[config.mk]
export PLATFORM = sky130hd
export DESIGN_NAME = apb_host_port
export DESIGN_NICKNAME = d
export VERILOG_FILES = /design/src/common/rv_core_pkg.sv /design/src/apb_host_port.sv
export SDC_FILE = /design/constraint.sdc
export NUM_CORES = 1
export LEC_CHECK = 0
export ABC_AREA = 1
export BUFFER_PORTS_ARGS = -buffer_cell sky130_fd_sc_hd__buf_2
export CAP_MARGIN = 20
export CORE_AREA = 3 3 71 73
export CTS_CLUSTER_SIZE = 25
export DETAILED_ROUTE_END_ITERATION = 10
export DIE_AREA = 0 0 74 76
export PLACE_DENSITY_LB_ADDON = 0.25
export SYNTH_ARGS = -nofsm -noshare
export SYNTH_HDL_FRONTEND = slang
export SYNTH_SLANG_ARGS = --single-unit
[constraint.sdc]
create_clock -name clk -period 1 [get_ports clk]
set_input_delay 0.3 -clock clk [delete_from_list [all_inputs] [get_ports clk]]
set_output_delay 0.3 -clock clk [all_outputs]
set_load 0.005 [all_outputs]
[src/common/rv_core_pkg.sv]
package rv_core_pkg;

	// ------------------------------------------------
	// widths
	// ------------------------------------------------
	localparam int xlen_w = 32;
	// word address, 256 words per memory
	localparam int pc_w = 8;
	localparam int reg_idx_w = 5;

	typedef logic [xlen_w-1:0] word_t;
	typedef logic [pc_w-1:0] pc_t;
	typedef logic [reg_idx_w-1:0] reg_idx_t;

	// what execute has to do with an instruction
	// halt never leaves fetch
	typedef enum logic [2:0] {
		op_alu_r,
		op_alu_i,
		op_branch,
		op_jal,
		op_load,
		op_store,
		op_halt
	} op_class_t;

	// ------------------------------------------------
	// opcodes
	// ------------------------------------------------
	localparam logic [6:0] opc_r = 7'b0110011;
	localparam logic [6:0] opc_i = 7'b0010011;
	localparam logic [6:0] opc_branch = 7'b1100011;
	localparam logic [6:0] opc_jal = 7'b1101111;
	localparam logic [6:0] opc_load = 7'b0000011;
	localparam logic [6:0] opc_store = 7'b0100011;

	// alu funct3, sub and sra picked by funct7 bit 5
	localparam logic [2:0] f3_add = 3'b000;
	localparam logic [2:0] f3_sll = 3'b001;
	localparam logic [2:0] f3_slt = 3'b010;
	localparam logic [2:0] f3_sltu = 3'b011;
	localparam logic [2:0] f3_xor = 3'b100;
	localparam logic [2:0] f3_srl = 3'b101;
	localparam logic [2:0] f3_or = 3'b110;
	localparam logic [2:0] f3_and = 3'b111;

	// branch funct3
	localparam logic [2:0] f3_beq = 3'b000;
	localparam logic [2:0] f3_bne = 3'b001;
	localparam logic [2:0] f3_blt = 3'b100;
	localparam logic [2:0] f3_bge = 3'b101;
	localparam logic [2:0] f3_bltu = 3'b110;
	localparam logic [2:0] f3_bgeu = 3'b111;

	// apb map: bit 8 picks data memory, 7..0 word address
	localparam int apb_aw = 9;
	localparam int apb_dmem_bit = 8;

endpackage

[src/apb_host_port.sv]
`timescale 1ns/1ps

module apb_host_port (
	input logic clk,
	input logic rst,
	input logic running,
	input logic psel,
	input logic penable,
	input logic pwrite,
	input logic [rv_core_pkg::apb_aw-1:0] paddr,
	input rv_core_pkg::word_t pwdata,
	output rv_core_pkg::word_t prdata,
	output logic pready,
	output rv_core_pkg::pc_t host_addr,
	output rv_core_pkg::word_t host_wdata,
	output logic host_imem_we,
	output logic host_dmem_we,
	input rv_core_pkg::word_t imem_rdata,
	input rv_core_pkg::word_t dmem_rdata
);
	import rv_core_pkg::*;

	logic access;
	logic dmem_sel;

	// access phase of a transfer
	assign access = psel & penable;
	assign dmem_sel = paddr[apb_dmem_bit];

	// address already out in setup phase
	assign host_addr = paddr[pc_w-1:0];
	assign host_wdata = pwdata;

	// write once, on the completing cycle
	assign host_imem_we = access & pwrite & pready & ~dmem_sel;
	assign host_dmem_we = access & pwrite & pready & dmem_sel;

	// memory output is settled by the time pready rises
	assign prdata = dmem_sel ? dmem_rdata : imem_rdata;

	// ------------------------------------------------
	// one wait cycle per access, none at all while running
	// ------------------------------------------------
	always_ff @(posedge clk or negedge rst)
	begin
		if (!rst)
		begin
			pready <= 1'b0;
		end
		else
		begin
			// drops again right after the completing cycle
			pready <= access & ~running & ~pready;
		end
	end

endmodule

; Word level (Yosys, flattened, before mapping)
; Cells that the tools add are included.
; Widths: inputs -> output; s select.
[word_totals]
regBits = 1
latch_bits = 0
ram_bits = 0
rom_bits = 0
input_bits = 111
word_cells = 12
mem_count = 0
[op_classes]
addsub = 0
mul = 0
div = 0
magnitude_cmp = 0
eq_ne = 0
shift = 0
n_mux = 1
n_bitwise = 10
n_reduce_logical = 0
[op_table]
columns = operator, n
row1 = $mux 32, 1
row2 = $and 1x1->1, 7
row3 = $not 1->1, 3

; Depth between registers and ports, before layout
[depth]
word_depth = 4
mapped_depth = 5
depth_no_buf = 3

; Worst setup path after synthesis
; Ideal clock, no wire load.
[synth_timing]
kind = input to output
start = input paddr[8] in the netlist's numbering
end = output prdata[0]
t_arrival_ns = 0.709
required_time_ns = 0.700
setup_slack_ns = -0.009
stages = 5
path_buffers = 2
path_cell_list = buf_6 -> inv_8 -> buf_8 -> nand2_2 -> nand2_1
[synth_via]
elab_chain_cells = 1
[synth_rtl]
columns = item, line_no
row1 = start: declaration, apb_host_port.sv:10  ; input logic [rv_core_pkg::apb_aw-1:0] paddr,
row2 = $mux 32, apb_host_port.sv:39  ; assign prdata = dmem_sel ? dmem_rdata : imem_rdata;
row3 = end: declaration, apb_host_port.sv:12  ; output rv_core_pkg::word_t prdata,
; No other way between the ends.

; Final worst setup path
[layout_timing]
start = input paddr[8] in the netlist's numbering
end = output prdata[16]
; Same word-level chain as after synthesis.

==> impl_metrics.yaml <==
outcome:
  status: "finished with violations"
  violations: "setup timing"
logic_synthesis:
  synth_edf_count: 0
  ys.flop_type: "dfrtp_1"
  synth-seq-cells: 1
  netlist_area_um2: 816
  synth_commonest_cells: "88 x nand2_1, 43 x buf_4, 10 x nand2_2"
  yosysTopAreaCellShare_pct: 40.5
  synth_cell_types: 8
  synth_cells: 150
  ys_warn_count: 0
  synth.largest_area_cell: "nand2_1"
  synth_area_leaders: "nand2_1 40%, buf_4 40%, nand2_2 7.7%"
  syn_nets: 261
  async_flop_share_pct: 100
  yosysSeqAreaShare_pct: 3.07
  post-synth-top-count-cell: "nand2_1"
  syn_area_per_cell_um2: 5.44
sta:
  fin_ws_ps: -103
  period_needed_ps: 1100
  rsz0062_at_grt: "yes"
  finalHoldViolCount: 0
  slew_viol_final: 0
  slew_headroom_pct: 89.6
  skew_ps: 0
  setup_viol: 34
  final.period_utilization_pct: 110
  finalHoldWorstSlack_ps: 80.7
  worstMarginPinSlew_ps: 154
  max_freq_mhz: 907
worst_setup_path:
  max_stage_delay_ps: 140
  critPathBufInv: 3
  cp_max_fo: 12
  worstPathRequired_ps: 700
  cp_top_family: "buffers and inverters"
  path_cells: "buf_12, buf_12, nand2_1, nand2_1, buf_2"
  crit_type: "input pin to primary output"
  critPathArrivalTime_ps: 800
  critPathCaptureType: "primary output"
  slowest_stage: "buf_12"
  critPathLaunchType: "input pin"
flow_run:
  drv_cap: 0
floorplan:
  core.rowCount: 24
  fp.dieW_um: 74
  placeableCoreArea_mm2: 0.00441
  initial_core_util_pct: 18.5
  die_h_um: 76
  die-area_mm2: 0.00562
  io_pins: 186
global_routing:
  grt_max_degree: 34
  overflow: 0
  grt_pass1_wl_mm: 3.80
  antenna_found_initial: 0
  first_global_vias: 855
  grt_usage_pct: 8.15
power_and_ir_drop:
  peakVddDrop_v: 0.000242
  leakage_uw: 0.000806
  p_per_area_mw_per_mm2: 427
finish:
  drive_above_1_share_pct: 63.7
  design_area_mm2: 0.00120
  diodes: 0
  area_delta_synth_final_pct: 46.9
  layout.nets: 325
  reg_top3: "pready x1"
  largest_register_ffs: 1
  final_core_util_pct: 27.2
  top_register: "pready"
clocking:
  cts-hold-fix-buffers: 0
  path_clk_slew_ps: 0
  cts_setup_buffers: 0
  clock_latency_ps: 0
place:
  port_buffers: 105
  dp_hpwl_mm: 2.20
  postPlaceCellArea_mm2: 0.00108
  place.gp.congestion: 0.625
drt:
  wl_per_cell_um: 10.4
  via_per_inst: 3.95
  drtIter0Drc: 15
  drtPass1Iterations: 3
  wl_mm: 2.75
  num_vias: 1042
  drc: 0
  drt.antenna.violating_nets: 0
hold_path:
  min-delay-path-class: "input pin to async pin"
## kinds of logic (layout without fill, tap and decap cells)
group	after synthesis	after routing	share of synthesized area, %
flip-flops	1	1	3.07
buffers and inverters	48	110	46.9
AND/OR/NAND/NOR	101	101	50.0
## power by group
part / total (uW) / internal (uW) / switching [uW]
Combinational: 468 / 259 / 209
Clock: 0 / 0 / 0
Sequential: 44.4 / 42.8 / 1.60
## per-stage QoR
step	setup WS [ps]	TNS (ps)	total power [uW]	cells
after global routing	-154	-4160	568	264
final	-103	-3030	512	264
after global placement	-266	-7290	468	263
after CTS	-115	-3210	501	264
after floorplan	-8.64	-86.4	355	150
after detailed placement	-271	-7530	468	263
## worst register-to-register path: cells and delay by family (launching register included)
kind,cells,cell delay (ps)
buffers and inverters,1,140
AND/OR/NAND/NOR,1,180
flip-flops,1,380
## layer usage
| layer | global-route usage [%] | part of all wire [%] | vias up |
|---|---|---|---|
| li1 | - | - | 531 |
| met1 | 7.98 | 30 | 408 |
| met2 | 15.4 | 49 | 75 |
| met3 | 0.660 | 13 | 28 |
| met4 | 5.43 | 7.5 | 0 |
| met5 | 0 | 0 | - |
## final timing paths
kind                                  startpoint               end  slack [ps]  cells after the start
min in group clk                         running  pready$_DFF_PN0_         460                      2
max in group asynchronous                    rst  pready$_DFF_PN0_         830                      1
worst min register to register  pready$_DFF_PN0_  pready$_DFF_PN0_         580                      2
worst max register to register  pready$_DFF_PN0_  pready$_DFF_PN0_         200                      2
worst max-delay path                    paddr[8]        prdata[16]        -100                      5
worst min-delay path                         rst  pready$_DFF_PN0_          80                      1
## layout make-up
type,count,area [um^2]
multi-input combinational,101,467
fill,516,3220
tap,52,65.1
inverter,1,20.0
sequential,1,25.0
timing repair buffer,109,622
## cells in the final DEF, fill, tap and decap left out
cell type	n
nor3_2	1
buf_16	1
nand2_4	2
nand2_2	21
nor3_1	1
buf_4	1
inv_16	1
nand2_1	75
buf_12	3
dfrtp_1	1
nor3_4	1
buf_6	1
buf_2	103
## timing repair
action	4_1_cts	5_1_grt
gates resized for setup	10	16
cloned	1	0
pin swaps	2	0
setup endpoints to repair	34	34
(Power assumes the default switching activity.)
