==> config.mk <==
export PLATFORM = sky130hd
export DESIGN_NAME = reg_file
export DESIGN_NICKNAME = d
export VERILOG_FILES = /design/src/common/rv_core_pkg.sv /design/src/core/reg_file.sv
export SDC_FILE = /design/constraint.sdc
export NUM_CORES = 2
export LEC_CHECK = 0
export ABC_AREA = 0
export BUFFER_PORTS_ARGS = -buffer_cell sky130_fd_sc_hd__buf_2
export CORE_MARGIN = 1.5
export CORE_UTILIZATION = 40
export CTS_BUF_LIST = sky130_fd_sc_hd__clkbuf_4
export DETAILED_ROUTE_END_ITERATION = 12
export GPL_TIMING_DRIVEN = 0
export REMOVE_ABC_BUFFERS = 1
export SYNTH_ARGS = -nofsm -noshare
export SYNTH_HDL_FRONTEND = slang
export SYNTH_SLANG_ARGS = --single-unit
==> constraint.sdc <==
create_clock -name clk -period 1.4 [get_ports clk]
set_input_delay 0.14 -clock clk [delete_from_list [all_inputs] [get_ports clk]]
set_output_delay 0.14 -clock clk [all_outputs]
set_load 0.02 [all_outputs]
==> src/common/rv_core_pkg.sv <==
package rv_core_pkg;

	// ------------------------------------------------
	// widths
	// ------------------------------------------------
	localparam int xlen_w = 32;
	// word address, 256 words per memory
	localparam int pc_w = 8;
	localparam int reg_idx_w = 5;

	typedef logic [xlen_w-1:0] word_t;
	typedef logic [pc_w-1:0] pc_t;
	typedef logic [reg_idx_w-1:0] reg_idx_t;

	// what execute has to do with an instruction
	// halt never leaves fetch
	typedef enum logic [2:0] {
		op_alu_r,
		op_alu_i,
		op_branch,
		op_jal,
		op_load,
		op_store,
		op_halt
	} op_class_t;

	// ------------------------------------------------
	// opcodes
	// ------------------------------------------------
	localparam logic [6:0] opc_r = 7'b0110011;
	localparam logic [6:0] opc_i = 7'b0010011;
	localparam logic [6:0] opc_branch = 7'b1100011;
	localparam logic [6:0] opc_jal = 7'b1101111;
	localparam logic [6:0] opc_load = 7'b0000011;
	localparam logic [6:0] opc_store = 7'b0100011;

	// alu funct3, sub and sra picked by funct7 bit 5
	localparam logic [2:0] f3_add = 3'b000;
	localparam logic [2:0] f3_sll = 3'b001;
	localparam logic [2:0] f3_slt = 3'b010;
	localparam logic [2:0] f3_sltu = 3'b011;
	localparam logic [2:0] f3_xor = 3'b100;
	localparam logic [2:0] f3_srl = 3'b101;
	localparam logic [2:0] f3_or = 3'b110;
	localparam logic [2:0] f3_and = 3'b111;

	// branch funct3
	localparam logic [2:0] f3_beq = 3'b000;
	localparam logic [2:0] f3_bne = 3'b001;
	localparam logic [2:0] f3_blt = 3'b100;
	localparam logic [2:0] f3_bge = 3'b101;
	localparam logic [2:0] f3_bltu = 3'b110;
	localparam logic [2:0] f3_bgeu = 3'b111;

	// apb map: bit 8 picks data memory, 7..0 word address
	localparam int apb_aw = 9;
	localparam int apb_dmem_bit = 8;

endpackage

==> src/core/reg_file.sv <==
`timescale 1ns/1ps

module reg_file (
	input logic clk,
	input logic rst,
	input rv_core_pkg::reg_idx_t rs1,
	input rv_core_pkg::reg_idx_t rs2,
	output rv_core_pkg::word_t rs1_data,
	output rv_core_pkg::word_t rs2_data,
	input logic wr_en,
	input rv_core_pkg::reg_idx_t wr_idx,
	input rv_core_pkg::word_t wr_data
);
	import rv_core_pkg::*;

	localparam int n_regs = 1 << reg_idx_w;

	word_t regs [n_regs];

	// combinational reads, x0 reads zero
	assign rs1_data = (rs1 == '0) ? '0 : regs[rs1];
	assign rs2_data = (rs2 == '0) ? '0 : regs[rs2];

	// ------------------------------------------------
	// write port, lands at the next edge
	// ------------------------------------------------
	always_ff @(posedge clk or negedge rst)
	begin
		if (!rst)
		begin
			for (int i = 0; i < n_regs; i++)
			begin
				regs[i] <= '0;
			end
		end
		// writes to x0 dropped
		else if (wr_en && wr_idx != '0)
		begin
			regs[wr_idx] <= wr_data;
		end
	end

endmodule

# Word-level counts from Yosys, hierarchy flattened
# Index checks and enable logic that the tools add are counted.
dict set report classes {
  n_mux 11
  n_lt_le_gt_ge 4
  n_reduce_logical 5
  n_bitwise 3
}
# operator count
set op_table {}
lappend op_table {{bitwise mux 1024 bit} 1}
lappend op_table {{binary-select mux 32 bit (select 5 bit)} 2}
lappend op_table {{2-to-1 mux 32 bit} 7}
lappend op_table {{demux 32 bit (select 5 bit)} 1}
lappend op_table {{>= comparator 6 bit (second input constant)} 3}
lappend op_table {{NOT 5 -> 6 bit} 3}
lappend op_table {{zero test 5 bit} 2}
lappend op_table {{less-than comparator 6 x 1 -> 1 bit (second input constant)} 1}
lappend op_table {{nonzero test 5 bit} 1}
lappend op_table {{logical AND 1 bit} 2}
dict set report totals {
  output_inout_bits 64
  in_bits 50
  ff_bits 1024
}

# Logic depth before layout (Yosys ltp)
dict set report logic_depth {
  word_depth 6
  ltp_mapped 7
  ltp_nobuf 4
}

# Worst setup path before layout
# OpenSTA, ideal clock, no wires.
dict set report synth_timing {
  path_type {input to output}
  from {input port rs1[0]}
  to {output port rs1_data[10]}
  path_stages 7
  required_time_ns 1.260
  slack_ns -0.481
  t_arrival_ns 1.741
  n_path_buf 3
  path_cell_list {buf_4 buf_6 and2b_4 buf_6 a221oi_1 o21ai_0 a311oi_1}
}
dict set report synth_between {
  elab_chain_len 5
}
# element line_no
set synth_lines {}
lappend synth_lines {{start: declaration} reg_file.sv:6} ;# input rv_core_pkg::reg_idx_t rs1,
lappend synth_lines {{NOT 5 -> 6 bit (implied by the code)} reg_file.sv:21} ;# assign rs1_data = (rs1 == '0) ? '0 : regs[rs1];
lappend synth_lines {{binary-select mux 32 bit (select 5 bit)} reg_file.sv:21}
lappend synth_lines {{2-to-1 mux 32 bit (implied by the code) (2 in a row)} reg_file.sv:21}
lappend synth_lines {{2-to-1 mux 32 bit *} reg_file.sv:21}
lappend synth_lines {{end: declaration} reg_file.sv:8} ;# output rv_core_pkg::word_t rs1_data,
# Every way passes the cells marked *; elsewhere a longest branch is shown, timed or not. The select of a mux whose other input is x is not followed.

# Worst setup path after layout
dict set report layout_timing {
  from {input port rs1[4]}
  to {output port rs1_data[12]}
}
# The elaborated chain is that of the path after synthesis.

==> run summary <==
STATUS
-------------------------------------------------------------------------------------
Run status                                                               finished with violations
Failing checks                                                           negative hold slack, negative setup slack

CLOCK NETWORK
-------------------------------------------------------------------------------------
Total clock sinks                                                                1024
Worst-skew pair later-pin latency                                             1.21 ns
Num CTS Buffers                                                                   300
Maximum number of buffers from clock root to sink                                   4
Cell at the root of the clock tree                                           clkbuf_4
Clock tree from TritonCTS                                                       built
Clock slew seen by the registers of the worst setup and hold paths            0.06 ns
Htree depth                                                                         5

GLOBAL ROUTE
-------------------------------------------------------------------------------------
Maximum number of pins on one net before global-route repair                      156
Via count of the first global-routing pass                                      38.0k
Grt met1 use                                                                    0.359
Global-route wire length before repair                                      262000 um
Global-route track usage on met2                                                0.383
Layer with the highest usage                                                     met2
Number of antenna violations at the first check in global routing                   3
Grt ovf                                                                             0
GRT Overall Usage                                                               0.254
Fraction of met3 tracks used by global routing                                 0.0585

DETAILED ROUTING
-------------------------------------------------------------------------------------
Via density per instance                                                         6.32
Total length of routed wires                                                181000 um
DRC errors left                                                                     0
Antenna Violating Nets Remaining                                                    0
Average detailed-routed wire length per instance                              31.3 um
Total number of vias                                                            36.5k
Starting DRT DRC Count                                                           3329
Pre-Repair DR Iteration Count                                                       7

PLACEMENT
-------------------------------------------------------------------------------------
RD Place Congestion                                                             0.736
Buffers added on ports                                                            113
Placed instance area                                                       0.0576 mm2
HPWL after detailed placement                                                98300 um

STA
-------------------------------------------------------------------------------------
F_max                                                                         321 MHz
Post-layout minimum cycle time                                                3.11 ns
Clock skew after layout                                                          0 ns
Hold_ws                                                                     -0.201 ns
Crit path setup slack, layout                                                -1.71 ns
Final Slew Violations                                                               0
Slew at the pin closest to its max-slew limit                                 1.29 ns
Slew headroom                                                                   0.138
Hold Vio Cnt, Final                                                               261
Setup repair after global routing missed its margin                              true
Number of setup violations in the final report                                    949
Ratio of final minimum period to clock period                                    2.22

DIE
-------------------------------------------------------------------------------------
Area of the placeable core                                                  0.136 mm2
Initial standard-cell utilization of the core                                   0.404
Num rows                                                                          135
Die W                                                                          374 um
Die area                                                                    0.140 mm2
Die span in y                                                                  374 um
Number of ports placed on the die boundary                                        114

FINAL LAYOUT
-------------------------------------------------------------------------------------
Final cell utilization of the core                                              0.475
Max reg flops                                                                    1024
Post-route cell area                                                       0.0646 mm2
Most frequent standard cell in the layout excluding fill and tap cells        dfrtp_1
Layout-stage area growth over the synthesis result                              17.5%
Registers with the highest flip-flop counts                                regs x1024
Commonest cells after routing, fill and taps aside                       dfrtp_1 (1024), mux2_2 (933), mux4_2 (448)
Share of final-layout standard cells stronger than drive strength 1             0.608
Nets                                                                             3858
Largest reg by FF count                                                          regs

WORST SETUP PATH
-------------------------------------------------------------------------------------
CP startpoint kind                                                         input port
Req. time, crit path                                                          1.26 ns
Critical path arrival                                                         2.97 ns
CP Max Fanout                                                                      34
Critical path class                                                      input port to output port
Type of element capturing the critical path                               output port

SYNTH
-------------------------------------------------------------------------------------
Cell variety after synth                                                           37
Post-synthesis register bit count                                                1024
Predominant post-synthesis flop cell                                          dfrtp_1
Share of async-settable or async-resettable flops after synthesis                1.00
Syn Area/Cell                                                                15.2 um2
Proportion of synthesized chip area in sequential cells                         0.466
EDFF count, synth                                                                   0
Syn Inst Count                                                                   3613
Cell area after technology mapping                                         0.0550 mm2
Synth warn                                                                          0

JOB
-------------------------------------------------------------------------------------
Number of maximum-capacitance constraint violations                                 0

POWER
-------------------------------------------------------------------------------------
Peak supply drop                                                           0.000683 V
Total power                                                                  86000 uW
Power density over the cells                                              1330 mW/mm2
Static power due to leakage                                                 0.0277 uW

WORST HOLD PATH
-------------------------------------------------------------------------------------
Type of the worst min-delay path                                         input port to register

-- metal layers --
metal | vias to the layer above | wire length [um]
met2 | 1671 | 82400
li1 | 14700 | -
met1 | 19800 | 78000
met3 | 379 | 14300
met4 | 0 | 5810
met5 | - | 0
-- cell families after synthesis --
| logic type | count (synthesis) | share of synthesized area |
|---|---|---|
| buffers and inverters | 427 | 0.0420 |
| AND/OR/NAND/NOR | 161 | 0.0164 |
| multiplexers | 1632 | 0.427 |
| AO/OA/AOI/OAI | 369 | 0.0482 |
| flip-flops | 1024 | 0.466 |
-- cell usage after synthesis, drive strengths merged, types with 2 or more instances --
| master | number | area share |
|---|---|---|
| o21ai | 113 | 0.010 |
| o2111ai | 15 | 0.0024 |
| nor2 | 24 | 0.0022 |
| clkbuf | 193 | 0.013 |
| a22oi | 64 | 0.0087 |
| inv | 2 | 0.00014 |
| nand2 | 47 | 0.0032 |
| nand3 | 2 | 0.00018 |
| a221oi | 49 | 0.0078 |
| nor2b | 67 | 0.0077 |
| mux2i | 128 | 0.023 |
| nand3b | 3 | 0.00041 |
| nand2b | 2 | 0.00023 |
| buf | 232 | 0.029 |
| and2 | 2 | 0.00023 |
| mux4 | 448 | 0.19 |
| or2 | 4 | 0.00046 |
| a211oi | 64 | 0.0087 |
| nor3b | 4 | 0.00082 |
| a311oi | 64 | 0.010 |
| dfrtp | 1024 | 0.47 |
| or4 | 2 | 0.00041 |
| mux2 | 1056 | 0.22 |
-- area by class of cell --
type | instances | area, um2
inverters | 2 | 15.0
flip-flops and latches | 1024 | 25600
clock inverters | 45 | 223
well taps | 1781 | 2230
fillers | 11700 | 71400
clock buffers | 435 | 3270
multi-input cells | 2164 | 28900
diodes | 10 | 25.0
repair buffers | 316 | 4310
-- critical path: stages --
cell,delay [ns]
buf_4,0.82
nand2b_4,1.07
a211oi_2,0.05
a311oi_1,0.51
buf_2,0.26
-- what timing repair did --
action,4_1_cts,5_1_grt
setup endpoints to repair,223,1597
endpoints found under the hold margin,1569,1172
gates resized for setup,439,102
buffers inserted,21,41
hold buffers,53,6
gates cloned,8,7
pin swaps,66,69
-- path summary, 6_finish.rpt --
kind | from | cells after the start | to | slack [ns]
max | rs1[4] | 5 | rs1_data[12] | -1.71
max reg2reg | regs[874] | 2 | regs[874] | 0.08
max in group asynchronous | rst | 5 | regs[818] | -0.64
min in group asynchronous | rst | 3 | regs[800] | 0.12
min | wr_en | 5 | regs[347] | -0.20
min reg2reg | regs[1019] | 0 | regs[1019] | 0.39
-- power by group --
group          switching, uW  total, uW  leakage, uW  internal (uW)
combinational           7950      19500       0.0125          11500
clock                  12800      27200      0.00211          14400
sequential              4060      39300       0.0131          35200
-- per-stage QoR --
step / TNS, ns / std cells / setup WS [ns]
2_1_floorplan: -452.16 / 3188 / -0.926
4_1_cts: -578.88 / 5720 / -1.73
6_report: -355.31 / 5777 / -1.71
5_1_grt: -391.67 / 5775 / -1.78
3_5_place_dp: -1342.85 / 5158 / -2.65
3_3_place_gp: - / 5082 / -22.81
Note: power is estimated with default switching activity, not from simulation.
