$ cat src/common/rv_core_pkg.sv
package rv_core_pkg;

	// ------------------------------------------------
	// widths
	// ------------------------------------------------
	localparam int xlen_w = 32;
	// word address, 256 words per memory
	localparam int pc_w = 8;
	localparam int reg_idx_w = 5;

	typedef logic [xlen_w-1:0] word_t;
	typedef logic [pc_w-1:0] pc_t;
	typedef logic [reg_idx_w-1:0] reg_idx_t;

	// what execute has to do with an instruction
	// halt never leaves fetch
	typedef enum logic [2:0] {
		op_alu_r,
		op_alu_i,
		op_branch,
		op_jal,
		op_load,
		op_store,
		op_halt
	} op_class_t;

	// ------------------------------------------------
	// opcodes
	// ------------------------------------------------
	localparam logic [6:0] opc_r = 7'b0110011;
	localparam logic [6:0] opc_i = 7'b0010011;
	localparam logic [6:0] opc_branch = 7'b1100011;
	localparam logic [6:0] opc_jal = 7'b1101111;
	localparam logic [6:0] opc_load = 7'b0000011;
	localparam logic [6:0] opc_store = 7'b0100011;

	// alu funct3, sub and sra picked by funct7 bit 5
	localparam logic [2:0] f3_add = 3'b000;
	localparam logic [2:0] f3_sll = 3'b001;
	localparam logic [2:0] f3_slt = 3'b010;
	localparam logic [2:0] f3_sltu = 3'b011;
	localparam logic [2:0] f3_xor = 3'b100;
	localparam logic [2:0] f3_srl = 3'b101;
	localparam logic [2:0] f3_or = 3'b110;
	localparam logic [2:0] f3_and = 3'b111;

	// branch funct3
	localparam logic [2:0] f3_beq = 3'b000;
	localparam logic [2:0] f3_bne = 3'b001;
	localparam logic [2:0] f3_blt = 3'b100;
	localparam logic [2:0] f3_bge = 3'b101;
	localparam logic [2:0] f3_bltu = 3'b110;
	localparam logic [2:0] f3_bgeu = 3'b111;

	// apb map: bit 8 picks data memory, 7..0 word address
	localparam int apb_aw = 9;
	localparam int apb_dmem_bit = 8;

endpackage

$ cat src/common/decoded_if.sv
`timescale 1ns/1ps

interface decoded_if;
	import rv_core_pkg::*;

	// forward, one decoded instruction
	logic valid;
	op_class_t op;
	reg_idx_t rd;
	reg_idx_t rs1;
	reg_idx_t rs2;
	logic [2:0] funct3;
	logic alt;
	word_t imm;
	pc_t pc;

	// back from execute
	logic ready;
	pc_t next_pc;
	logic next_pc_valid;

	modport producer (
		output valid, op, rd, rs1, rs2, funct3, alt, imm, pc,
		input ready, next_pc, next_pc_valid
	);

	modport consumer (
		input valid, op, rd, rs1, rs2, funct3, alt, imm, pc,
		output ready, next_pc, next_pc_valid
	);

endinterface

$ cat src/core/execute_unit.sv
`timescale 1ns/1ps

module execute_unit (
	input logic clk,
	input logic rst,
	decoded_if.consumer dec,
	output rv_core_pkg::reg_idx_t rf_rs1,
	output rv_core_pkg::reg_idx_t rf_rs2,
	input rv_core_pkg::word_t rf_rs1_data,
	input rv_core_pkg::word_t rf_rs2_data,
	output logic rf_wr_en,
	output rv_core_pkg::reg_idx_t rf_wr_idx,
	output rv_core_pkg::word_t rf_wr_data,
	output rv_core_pkg::pc_t dmem_addr,
	output rv_core_pkg::word_t dmem_wdata,
	output logic dmem_we,
	input rv_core_pkg::word_t dmem_rdata
);
	import rv_core_pkg::*;

	typedef enum logic [2:0] {
		ex_idle,
		ex_oper,
		ex_exec,
		ex_mem,
		ex_load
	} ex_state_t;

	ex_state_t state;

	// latched instruction
	op_class_t op;
	reg_idx_t rd;
	logic [2:0] funct3;
	logic alt;
	word_t imm;
	pc_t pc;
	word_t op_a;
	word_t op_b;

	word_t alu_b;
	word_t alu_y;
	word_t sra_y;
	word_t mem_sum;
	logic taken;
	pc_t pc_plus1;
	pc_t pc_target;
	pc_t next_pc_c;

	assign dec.ready = (state == ex_idle);

	// ------------------------------------------------
	// alu
	// ------------------------------------------------
	// rs2 for r-type, immediate otherwise
	assign alu_b = (op == op_alu_r) ? op_b : imm;
	assign sra_y = $signed(op_a) >>> alu_b[4:0];

	always_comb
	begin
		case (funct3)
			f3_add: alu_y = (op == op_alu_r && alt) ? op_a - alu_b : op_a + alu_b;
			f3_sll: alu_y = op_a << alu_b[4:0];
			f3_slt: alu_y = {{(xlen_w-1){1'b0}}, $signed(op_a) < $signed(alu_b)};
			f3_sltu: alu_y = {{(xlen_w-1){1'b0}}, op_a < alu_b};
			f3_xor: alu_y = op_a ^ alu_b;
			f3_srl: alu_y = alt ? sra_y : op_a >> alu_b[4:0];
			f3_or: alu_y = op_a | alu_b;
			default: alu_y = op_a & alu_b;
		endcase
	end

	// branch compare on register values
	always_comb
	begin
		case (funct3)
			f3_beq: taken = (op_a == op_b);
			f3_bne: taken = (op_a != op_b);
			f3_blt: taken = ($signed(op_a) < $signed(op_b));
			f3_bge: taken = ($signed(op_a) >= $signed(op_b));
			f3_bltu: taken = (op_a < op_b);
			f3_bgeu: taken = (op_a >= op_b);
			default: taken = 1'b0;
		endcase
	end

	// word offsets, wrap at memory size
	assign pc_plus1 = pc + pc_t'(1);
	assign pc_target = pc + imm[pc_w-1:0];
	assign mem_sum = op_a + imm;

	always_comb
	begin
		case (op)
			op_branch: next_pc_c = taken ? pc_target : pc_plus1;
			op_jal: next_pc_c = pc_target;
			default: next_pc_c = pc_plus1;
		endcase
	end

	// ------------------------------------------------
	// sequencing, pulses last one cycle
	// ------------------------------------------------
	always_ff @(posedge clk or negedge rst)
	begin
		if (!rst)
		begin
			state <= ex_idle;
			rf_wr_en <= 1'b0;
			dmem_we <= 1'b0;
			dec.next_pc_valid <= 1'b0;
		end
		else
		begin
			rf_wr_en <= 1'b0;
			dmem_we <= 1'b0;
			dec.next_pc_valid <= 1'b0;
			case (state)
				ex_idle:
					if (dec.valid)
						state <= ex_oper;
				ex_oper:
					state <= ex_exec;
				ex_exec:
				begin
					case (op)
						// address goes out, wait for read data
						op_load:
							state <= ex_mem;
						op_store:
						begin
							dmem_we <= 1'b1;
							dec.next_pc_valid <= 1'b1;
							state <= ex_idle;
						end
						op_branch:
						begin
							dec.next_pc_valid <= 1'b1;
							state <= ex_idle;
						end
						// alu and jal write rd
						default:
						begin
							rf_wr_en <= 1'b1;
							dec.next_pc_valid <= 1'b1;
							state <= ex_idle;
						end
					endcase
				end
				ex_mem:
					state <= ex_load;
				default:
				begin
					rf_wr_en <= 1'b1;
					dec.next_pc_valid <= 1'b1;
					state <= ex_idle;
				end
			endcase
		end
	end

	// datapath registers
	always_ff @(posedge clk)
	begin
		case (state)
			ex_idle:
				if (dec.valid)
				begin
					op <= dec.op;
					rd <= dec.rd;
					funct3 <= dec.funct3;
					alt <= dec.alt;
					imm <= dec.imm;
					pc <= dec.pc;
					rf_rs1 <= dec.rs1;
					rf_rs2 <= dec.rs2;
				end
			// register file read settles here
			ex_oper:
			begin
				op_a <= rf_rs1_data;
				op_b <= rf_rs2_data;
			end
			ex_exec:
			begin
				rf_wr_idx <= rd;
				// jal links the next word address
				rf_wr_data <= (op == op_jal) ? {{(xlen_w-pc_w){1'b0}}, pc_plus1} : alu_y;
				dmem_addr <= mem_sum[pc_w-1:0];
				dmem_wdata <= op_b;
				dec.next_pc <= next_pc_c;
			end
			ex_load:
				rf_wr_data <= dmem_rdata;
			default:
				rf_wr_idx <= rd;
		endcase
	end

endmodule

$ cat src/flat_wrapper.sv
// flat-port wrapper written by rule: the top's interface ports become plain ports
module execute_unit_flat import rv_core_pkg::*;
  (clk, rst, rf_rs1, rf_rs2, rf_rs1_data, rf_rs2_data, rf_wr_en, rf_wr_idx, rf_wr_data, dmem_addr, dmem_wdata, dmem_we, dmem_rdata, dec_valid, dec_op, dec_rd, dec_rs1, dec_rs2, dec_funct3, dec_alt, dec_imm, dec_pc, dec_ready, dec_next_pc, dec_next_pc_valid);
  decoded_if dec_i ();
  input logic clk;
  input logic rst;
  output rv_core_pkg::reg_idx_t rf_rs1;
  output rv_core_pkg::reg_idx_t rf_rs2;
  input rv_core_pkg::word_t rf_rs1_data;
  input rv_core_pkg::word_t rf_rs2_data;
  output logic rf_wr_en;
  output rv_core_pkg::reg_idx_t rf_wr_idx;
  output rv_core_pkg::word_t rf_wr_data;
  output rv_core_pkg::pc_t dmem_addr;
  output rv_core_pkg::word_t dmem_wdata;
  output logic dmem_we;
  input rv_core_pkg::word_t dmem_rdata;
  input wire logic [$bits(dec_i.valid)-1:0] dec_valid;
  input wire logic [$bits(dec_i.op)-1:0] dec_op;
  input wire logic [$bits(dec_i.rd)-1:0] dec_rd;
  input wire logic [$bits(dec_i.rs1)-1:0] dec_rs1;
  input wire logic [$bits(dec_i.rs2)-1:0] dec_rs2;
  input wire logic [$bits(dec_i.funct3)-1:0] dec_funct3;
  input wire logic [$bits(dec_i.alt)-1:0] dec_alt;
  input wire logic [$bits(dec_i.imm)-1:0] dec_imm;
  input wire logic [$bits(dec_i.pc)-1:0] dec_pc;
  output wire logic [$bits(dec_i.ready)-1:0] dec_ready;
  output wire logic [$bits(dec_i.next_pc)-1:0] dec_next_pc;
  output wire logic [$bits(dec_i.next_pc_valid)-1:0] dec_next_pc_valid;
  assign dec_i.valid = dec_valid;
  assign dec_i.op = dec_op;
  assign dec_i.rd = dec_rd;
  assign dec_i.rs1 = dec_rs1;
  assign dec_i.rs2 = dec_rs2;
  assign dec_i.funct3 = dec_funct3;
  assign dec_i.alt = dec_alt;
  assign dec_i.imm = dec_imm;
  assign dec_i.pc = dec_pc;
  assign dec_ready = dec_i.ready;
  assign dec_next_pc = dec_i.next_pc;
  assign dec_next_pc_valid = dec_i.next_pc_valid;
  execute_unit u_core (.clk(clk), .rst(rst), .dec(dec_i), .rf_rs1(rf_rs1), .rf_rs2(rf_rs2), .rf_rs1_data(rf_rs1_data), .rf_rs2_data(rf_rs2_data), .rf_wr_en(rf_wr_en), .rf_wr_idx(rf_wr_idx), .rf_wr_data(rf_wr_data), .dmem_addr(dmem_addr), .dmem_wdata(dmem_wdata), .dmem_we(dmem_we), .dmem_rdata(dmem_rdata));
endmodule
$ cat config.mk
export PLATFORM = sky130hd
export DESIGN_NAME = execute_unit_flat
export DESIGN_NICKNAME = d
export VERILOG_FILES = /design/src/common/rv_core_pkg.sv /design/src/common/decoded_if.sv /design/src/core/execute_unit.sv /design/src/flat_wrapper.sv
export SDC_FILE = /design/constraint.sdc
export NUM_CORES = 1
export LEC_CHECK = 0
export BUFFER_PORTS_ARGS = -buffer_cell sky130_fd_sc_hd__buf_2
export CAP_MARGIN = 20
export CELL_PAD_IN_SITES_DETAIL_PLACEMENT = 0
export CELL_PAD_IN_SITES_GLOBAL_PLACEMENT = 1
export CORE_MARGIN = 4
export CORE_UTILIZATION = 35
export DETAILED_ROUTE_END_ITERATION = 16
export PLACE_DENSITY_LB_ADDON = 0.1
export SKIP_LAST_GASP = 1
export SLEW_MARGIN = 20
export SYNTH_ARGS = -nofsm -noshare
export SYNTH_HDL_FRONTEND = slang
export SYNTH_SLANG_ARGS = --single-unit
export TNS_END_PERCENT = 1
$ cat constraint.sdc
create_clock -name clk -period 15.2 [get_ports clk]
set_input_delay 3.04 -clock clk [delete_from_list [all_inputs] [get_ports clk]]
set_output_delay 3.04 -clock clk [all_outputs]
set_load 0.02 [all_outputs]
# Word-level counts from Yosys, hierarchy flattened
# Index checks and enable logic that the tools add are counted.
# word_totals
register_bits,217
latch_bits,0
ram_bits,0
mem_bits_ro,0
input_bits,161
out_inout_bits,99
word_cells,81
n_memories,0
# classes
n_addsub,5
n_mul,0
div_mod_pow,0
magnitude_cmp,6
eq_ne,18
n_shift,3
muxes,18
bitwise_logic,3
reduce_logical,9
# ops
cell,n
case mux 32 bit (7 select lines),1
< comparator 32 bit,4
2-to-1 mux 32 bit,4
>= comparator 32 bit,2
case mux 32 bit (2 select lines),1
adder 32 bit,1
AND 32 bit,1
equality test 32 bit,1
inequality test 32 bit,1
OR 32 bit,1
<< shifter 32 x 5 -> 32 bit,1
>> shifter 32 x 5 -> 32 bit,1
>>> shifter 32 x 5 -> 32 bit,1
subtractor 32 bit,1
XOR 32 bit,1
equality test 3 bit (second input constant),7
equality test 3 x 2 -> 1 bit (second input constant),6
adder 8 bit,2
case mux 8 bit (2 select lines),1
case mux 3 bit (4 select lines),1
zero test 3 bit,3
OR reduction 3 bit,3
adder 8 x 1 -> 8 bit (second input constant),1
2-to-1 mux 8 bit,1
10 further kinds,15

# Depth between registers and ports, before layout
# logic_depth
depth_word,7
mapped_depth,19
mapped_depth_nobuf,15

# Worst setup path before layout
# No wires, ideal clock.
# synth_timing
kind,reg-to-reg
from,reg u_core.state[2]
to,"reg u_core.op_a[0], enable pin"
arrival_ns,4.973
setup_slack_ns,9.661
stages_incl_launch_ff,3
period_less_slack_ns,5.539
cell_sequence,dfrtp_1 > clkbuf_1 > nor3_1
# synth_via
elab_chain_cells,1
# synth_lines
item,line_no,source
"start, declared",execute_unit.sv:29,ex_state_t state;
"start signal, assigned",execute_unit.sv:108,state <= ex_idle;
"start signal, assigned",execute_unit.sv:121,state <= ex_oper;
"start signal, assigned",execute_unit.sv:129,state <= ex_mem;
equality test 3 x 1 -> 1 bit,execute_unit.sv:165,case (state)
"end signal, assigned",execute_unit.sv:181,op_a <= rf_rs1_data;
"end, declared",execute_unit.sv:38,word_t op_a;
# Every way passes these cells.
# A chain may end at the register's enable or synchronous reset.

# Worst setup path after layout
# layout_timing
from,reg u_core.op[2]
to,"reg u_core.rf_wr_data[31], data pin"
# layout_via
elab_chain_cells,7
elab_cells_between_ends,17
# layout_lines
item,line_no,source
"start, declared",execute_unit.sv:32,op_class_t op;
"start signal, assigned",execute_unit.sv:169,op <= dec.op;
zero test 3 bit,"execute_unit.sv:56, execute_unit.sv:62",
2-to-1 mux 32 bit,execute_unit.sv:56,assign alu_b = (op == op_alu_r) ? op_b : imm;
"adder 32 bit, or another cell as far along",execute_unit.sv:62,f3_add: alu_y = (op == op_alu_r && alt) ? op_a - alu_b : op_a + alu_b;
2-to-1 mux 32 bit (on tied branches),"execute_unit.sv:62, execute_unit.sv:67",
case mux 32 bit (7 select lines),execute_unit.sv:61,case (funct3)
2-to-1 mux 32 bit *,execute_unit.sv:188,"rf_wr_data <= (op == op_jal) ? {{(xlen_w-pc_w){1'b0}}, pc_plus1} : alu_y;"
case mux 32 bit (2 select lines) *,execute_unit.sv:165,
"end signal, assigned",execute_unit.sv:188,
"end signal, assigned",execute_unit.sv:194,rf_wr_data <= dmem_rdata;
"end, declared",execute_unit.sv:13,"output rv_core_pkg::word_t rf_wr_data,"
# Mark *: on every way between the ends. The rest lies on a longest branch, timed or not.

==> metrics.md <==
| Metric | Value |
|---|---|
| Worst Clk Skew | ~0.017 ns |
| Slew HR | between 10% and 20% |
| Setup Total Neg Slack | 0 ns |
| Element type at the critical path end | flip-flop |
| DR vias | around 19000 |
| Hold WC Path Type | reg -> reg |
| ANT nets after route | 0 |
| Placed Cells | between 2000 and 3000 |
| Root Driver | clkbuf_16 |
| Synthesis-stage register bit count | between 200 and 250 |
| Main area contributors after synthesis | edfxtp_1 (34%), ha_1 (9.3%), a21oi_1 (5.0%) |
| Syn Inst Count | between 2000 and 2500 |
| Cts hold-fix bufs | 0 |
| Leakage power | 8.78 nW |
| I/O pins | between 200 and 300 |
| Routed len/inst | around 30 µm |
| Clk slew on worst S/H paths | 0.06 ns |
| Register area share after synthesis | a little over a third |
| Asr flop ratio synth | under 10% |
| Unique masters post-synth | just under 90 |
| Fmax | 178 MHz |
| Yosys warnings | 0 |
| EDFF count, synth | between 200 and 250 |
| PostCTS Resize Cnt | 0 |
| Final setup viols | 0 |
| Layout cells sized above 1 | roughly a fifth |
| Area leader, netlist | edfxtp_1 |
| Initial antenna violation count | 6 |
| CP max FO | 52 |
| WP data required | 15.48 ns |
| CTS tree | yes |
| Post-route DRC violation count | 0 |
| Die Wd | 238 µm |
| Net Count, Synth | 2382 |
| Power Density | about 220 nW/µm² |
| Num rows | 84 |
| Initial core utilization | about a third |
| Worst Path Arrival | about 5.9 ns |
| Vias per cell | between 6 and 7 |
| Final net count | about 2600 |
| Die H | 238 µm |
| Post-CTS setup-driven buffer insertion count | 0 |
| Core area | roughly 52000 µm² |
| Vias in the first global route | 17642 |
| Ys flop type | edfxtp_1 |
| Peak supply drop | roughly 110 µV |
| Max Slew Vio Count | 0 |
| RSZ-0062 raised after global routing | no |
| Starting DRT DRC Count | 2164 |
| # Max-Cap Violations | 0 |
| Post-Layout Cell Count | 2987 |
| Cell Area, Synth | approximately 19000 µm² |
| Synth top area share | roughly a third |
| Status | finished, final reports clean |
| Total GRT Usage | about 30% |
| Fin. Hold Viols | 0 |
| IO Port Bufs | between 200 and 300 |
| Die area | between 50000 and 60000 µm² |
| Setup Crit Path Kind | reg -> reg |
| Commonest non-fill, non-tap cell in the layout | buf_2 |
| H-tree levels | 1 |
| Worst skew pair latency | between 0.5 and 0.6 ns |
| Avg Inst Size Synth | 8.90 µm² |
| Area grow syn2layout | 15.6% |
| Tightest Pin Transition | approximately 1.2 ns |
| Largest net degree at the start of global routing | 66 |
| Total global routing overflow | 0 |
| Final critical-path share of the clock period | 36.9% |
| DRT Pass-1 Iters | 6 |
| First-pass GRT wire length | ~130000 µm |
| Minimum clock period | around 5.6 ns |
| Final wirelength | 88900 µm |
| TritonCTS Buffers | 26 |
| GP Congestion | roughly 1.0 |
| Power, Total | approximately 0.0046 W |
| Longest Clk Path Bufs | 3 |
| DP Wirelength | just under 70000 µm |
| Critical Path Start Type | flip-flop |
| Commonest cells after routing, fill and taps aside | buf_2 (259), edfxtp_1 (211), a21oi_1 (185), nor2_1 (174), nand2_1 (154) |
| Clock tree sinks | approximately 220 |
## routing by layer
metal / GRT usage, % / share of wire, %
met5: 0 / 0.038
met4: 7.91 / 2.8
met3: 5.59 / 9.2
met2: 44.4 / 43
met1: 44.9 / 45
## report_power, final
group	leakage [nW]	switching, W	internal (W)
Clock	0.445	0.000270	0.000395
Sequential	2.05	0.000181	0.000923
Combinational	6.28	0.00194	0.000924
Total	8.78	0.00239	0.00224
## worst max-delay path, stage by stage (launching register included)
cell and delay (ns):
edfxtp_1 0.61, nor4b_4 0.95, nor2_4 0.05, buf_4 0.34, inv_2 0.09, buf_4 0.54, ha_1 0.30, a21oi_1 0.10
a21oi_1 0.34, o2111ai_1 0.23, nand4_1 0.21, a311oi_1 0.17, o21ai_0 0.39, a21oi_1 0.12, a211oi_1 0.59, xnor2_1 0.19
o21ai_0 0.09
## layout make-up
type | count | area [µm²]
fillers | 5337 | 31100
multi-input cells | 1590 | 11000
flip-flops and latches | 217 | 6490
repair buffers | 300 | 1600
well taps | 688 | 861
clock buffers | 30 | 687
inverters | 141 | 529
clock inverters | 18 | 208
diodes | 3 | 7.51
## synth_stat cells (10+ instances only)
cell type	count
mux2_2	39
a21oi_1	186
and2_1	13
xnor2_1	41
o21a_1	10
o21bai_1	23
mux2i_1	55
a221o_1	12
o21ai_0	134
inv_1	135
o31ai_1	22
edfxtp_1	211
buf_1	21
a22o_1	25
a211oi_1	41
nand4_1	25
or3_1	10
xor2_1	13
a31oi_1	20
nand3_1	53
nor3_1	54
clkbuf_1	82
buf_2	23
nor2_1	177
ha_1	138
nand2b_1	39
a21o_1	40
nor2b_1	11
a221oi_1	11
nand2_1	154
o22ai_1	17
o211ai_1	39
## logic make-up (layout without fill, tap and decap cells)
logic type | Yosys count | in the layout | synth area share (%)
other cells | 0 | 3 | 0
compound gates | 701 | 701 | 25.2
fa+ha+maj | 141 | 141 | 9.66
buf+inv | 273 | 489 | 5.84
xor+xnor | 54 | 54 | 2.56
mux | 102 | 102 | 6.32
simple gates | 592 | 592 | 15.3
flops | 217 | 217 | 35.1
## through the flow
step | cell area [µm²] | hold WS [ns] | utilization (%) | setup slack [ns]
after floorplan | 18500 | 0.400 | - | 9.66
final | 21400 | 0.418 | 40.8 | 9.59
after detailed placement | 20500 | 0.406 | 39.1 | 9.72
after global placement | 20500 | 0.402 | 39.1 | 9.80
after global routing | 21400 | 0.426 | 40.8 | 9.34
after CTS | 21400 | 0.419 | 40.8 | 9.70
## registers in the layout, indices dropped and copies added, names as in the netlist, 3 cells and up
signal,count
u_core.dec.next_pc,8
u_core.dmem_addr,8
u_core.dmem_wdata,32
u_core.funct3,3
u_core.imm,32
u_core.op,3
u_core.op_a,32
u_core.op_b,32
u_core.pc,8
u_core.rd,5
u_core.rf_rs1,5
u_core.rf_rs2,5
u_core.rf_wr_data,32
u_core.rf_wr_idx,5
u_core.state,3
## path summary, 6_finish.rpt
path,start,endpoint,slack (ns),depth (start not counted)
setup / recovery,u_core.op[2]$_DFFE_PP_,u_core.rf_wr_data[31]$_DFFE_PP_,9.59,16
hold / removal,u_core.rd[4]$_DFFE_PP_,u_core.rf_wr_idx[4]$_DFFE_PN_,0.42,0
setup reg to reg,u_core.op[2]$_DFFE_PP_,u_core.rf_wr_data[31]$_DFFE_PP_,9.59,16
hold reg to reg,u_core.rd[4]$_DFFE_PP_,u_core.rf_wr_idx[4]$_DFFE_PN_,0.42,0
max in group asynchronous,rst,u_core.state[0]$_DFFE_PN0P_,12.75,1
min in group asynchronous,rst,u_core.dec.next_pc_valid$_DFF_PN0_,2.31,1
(Power assumes the default switching activity.)
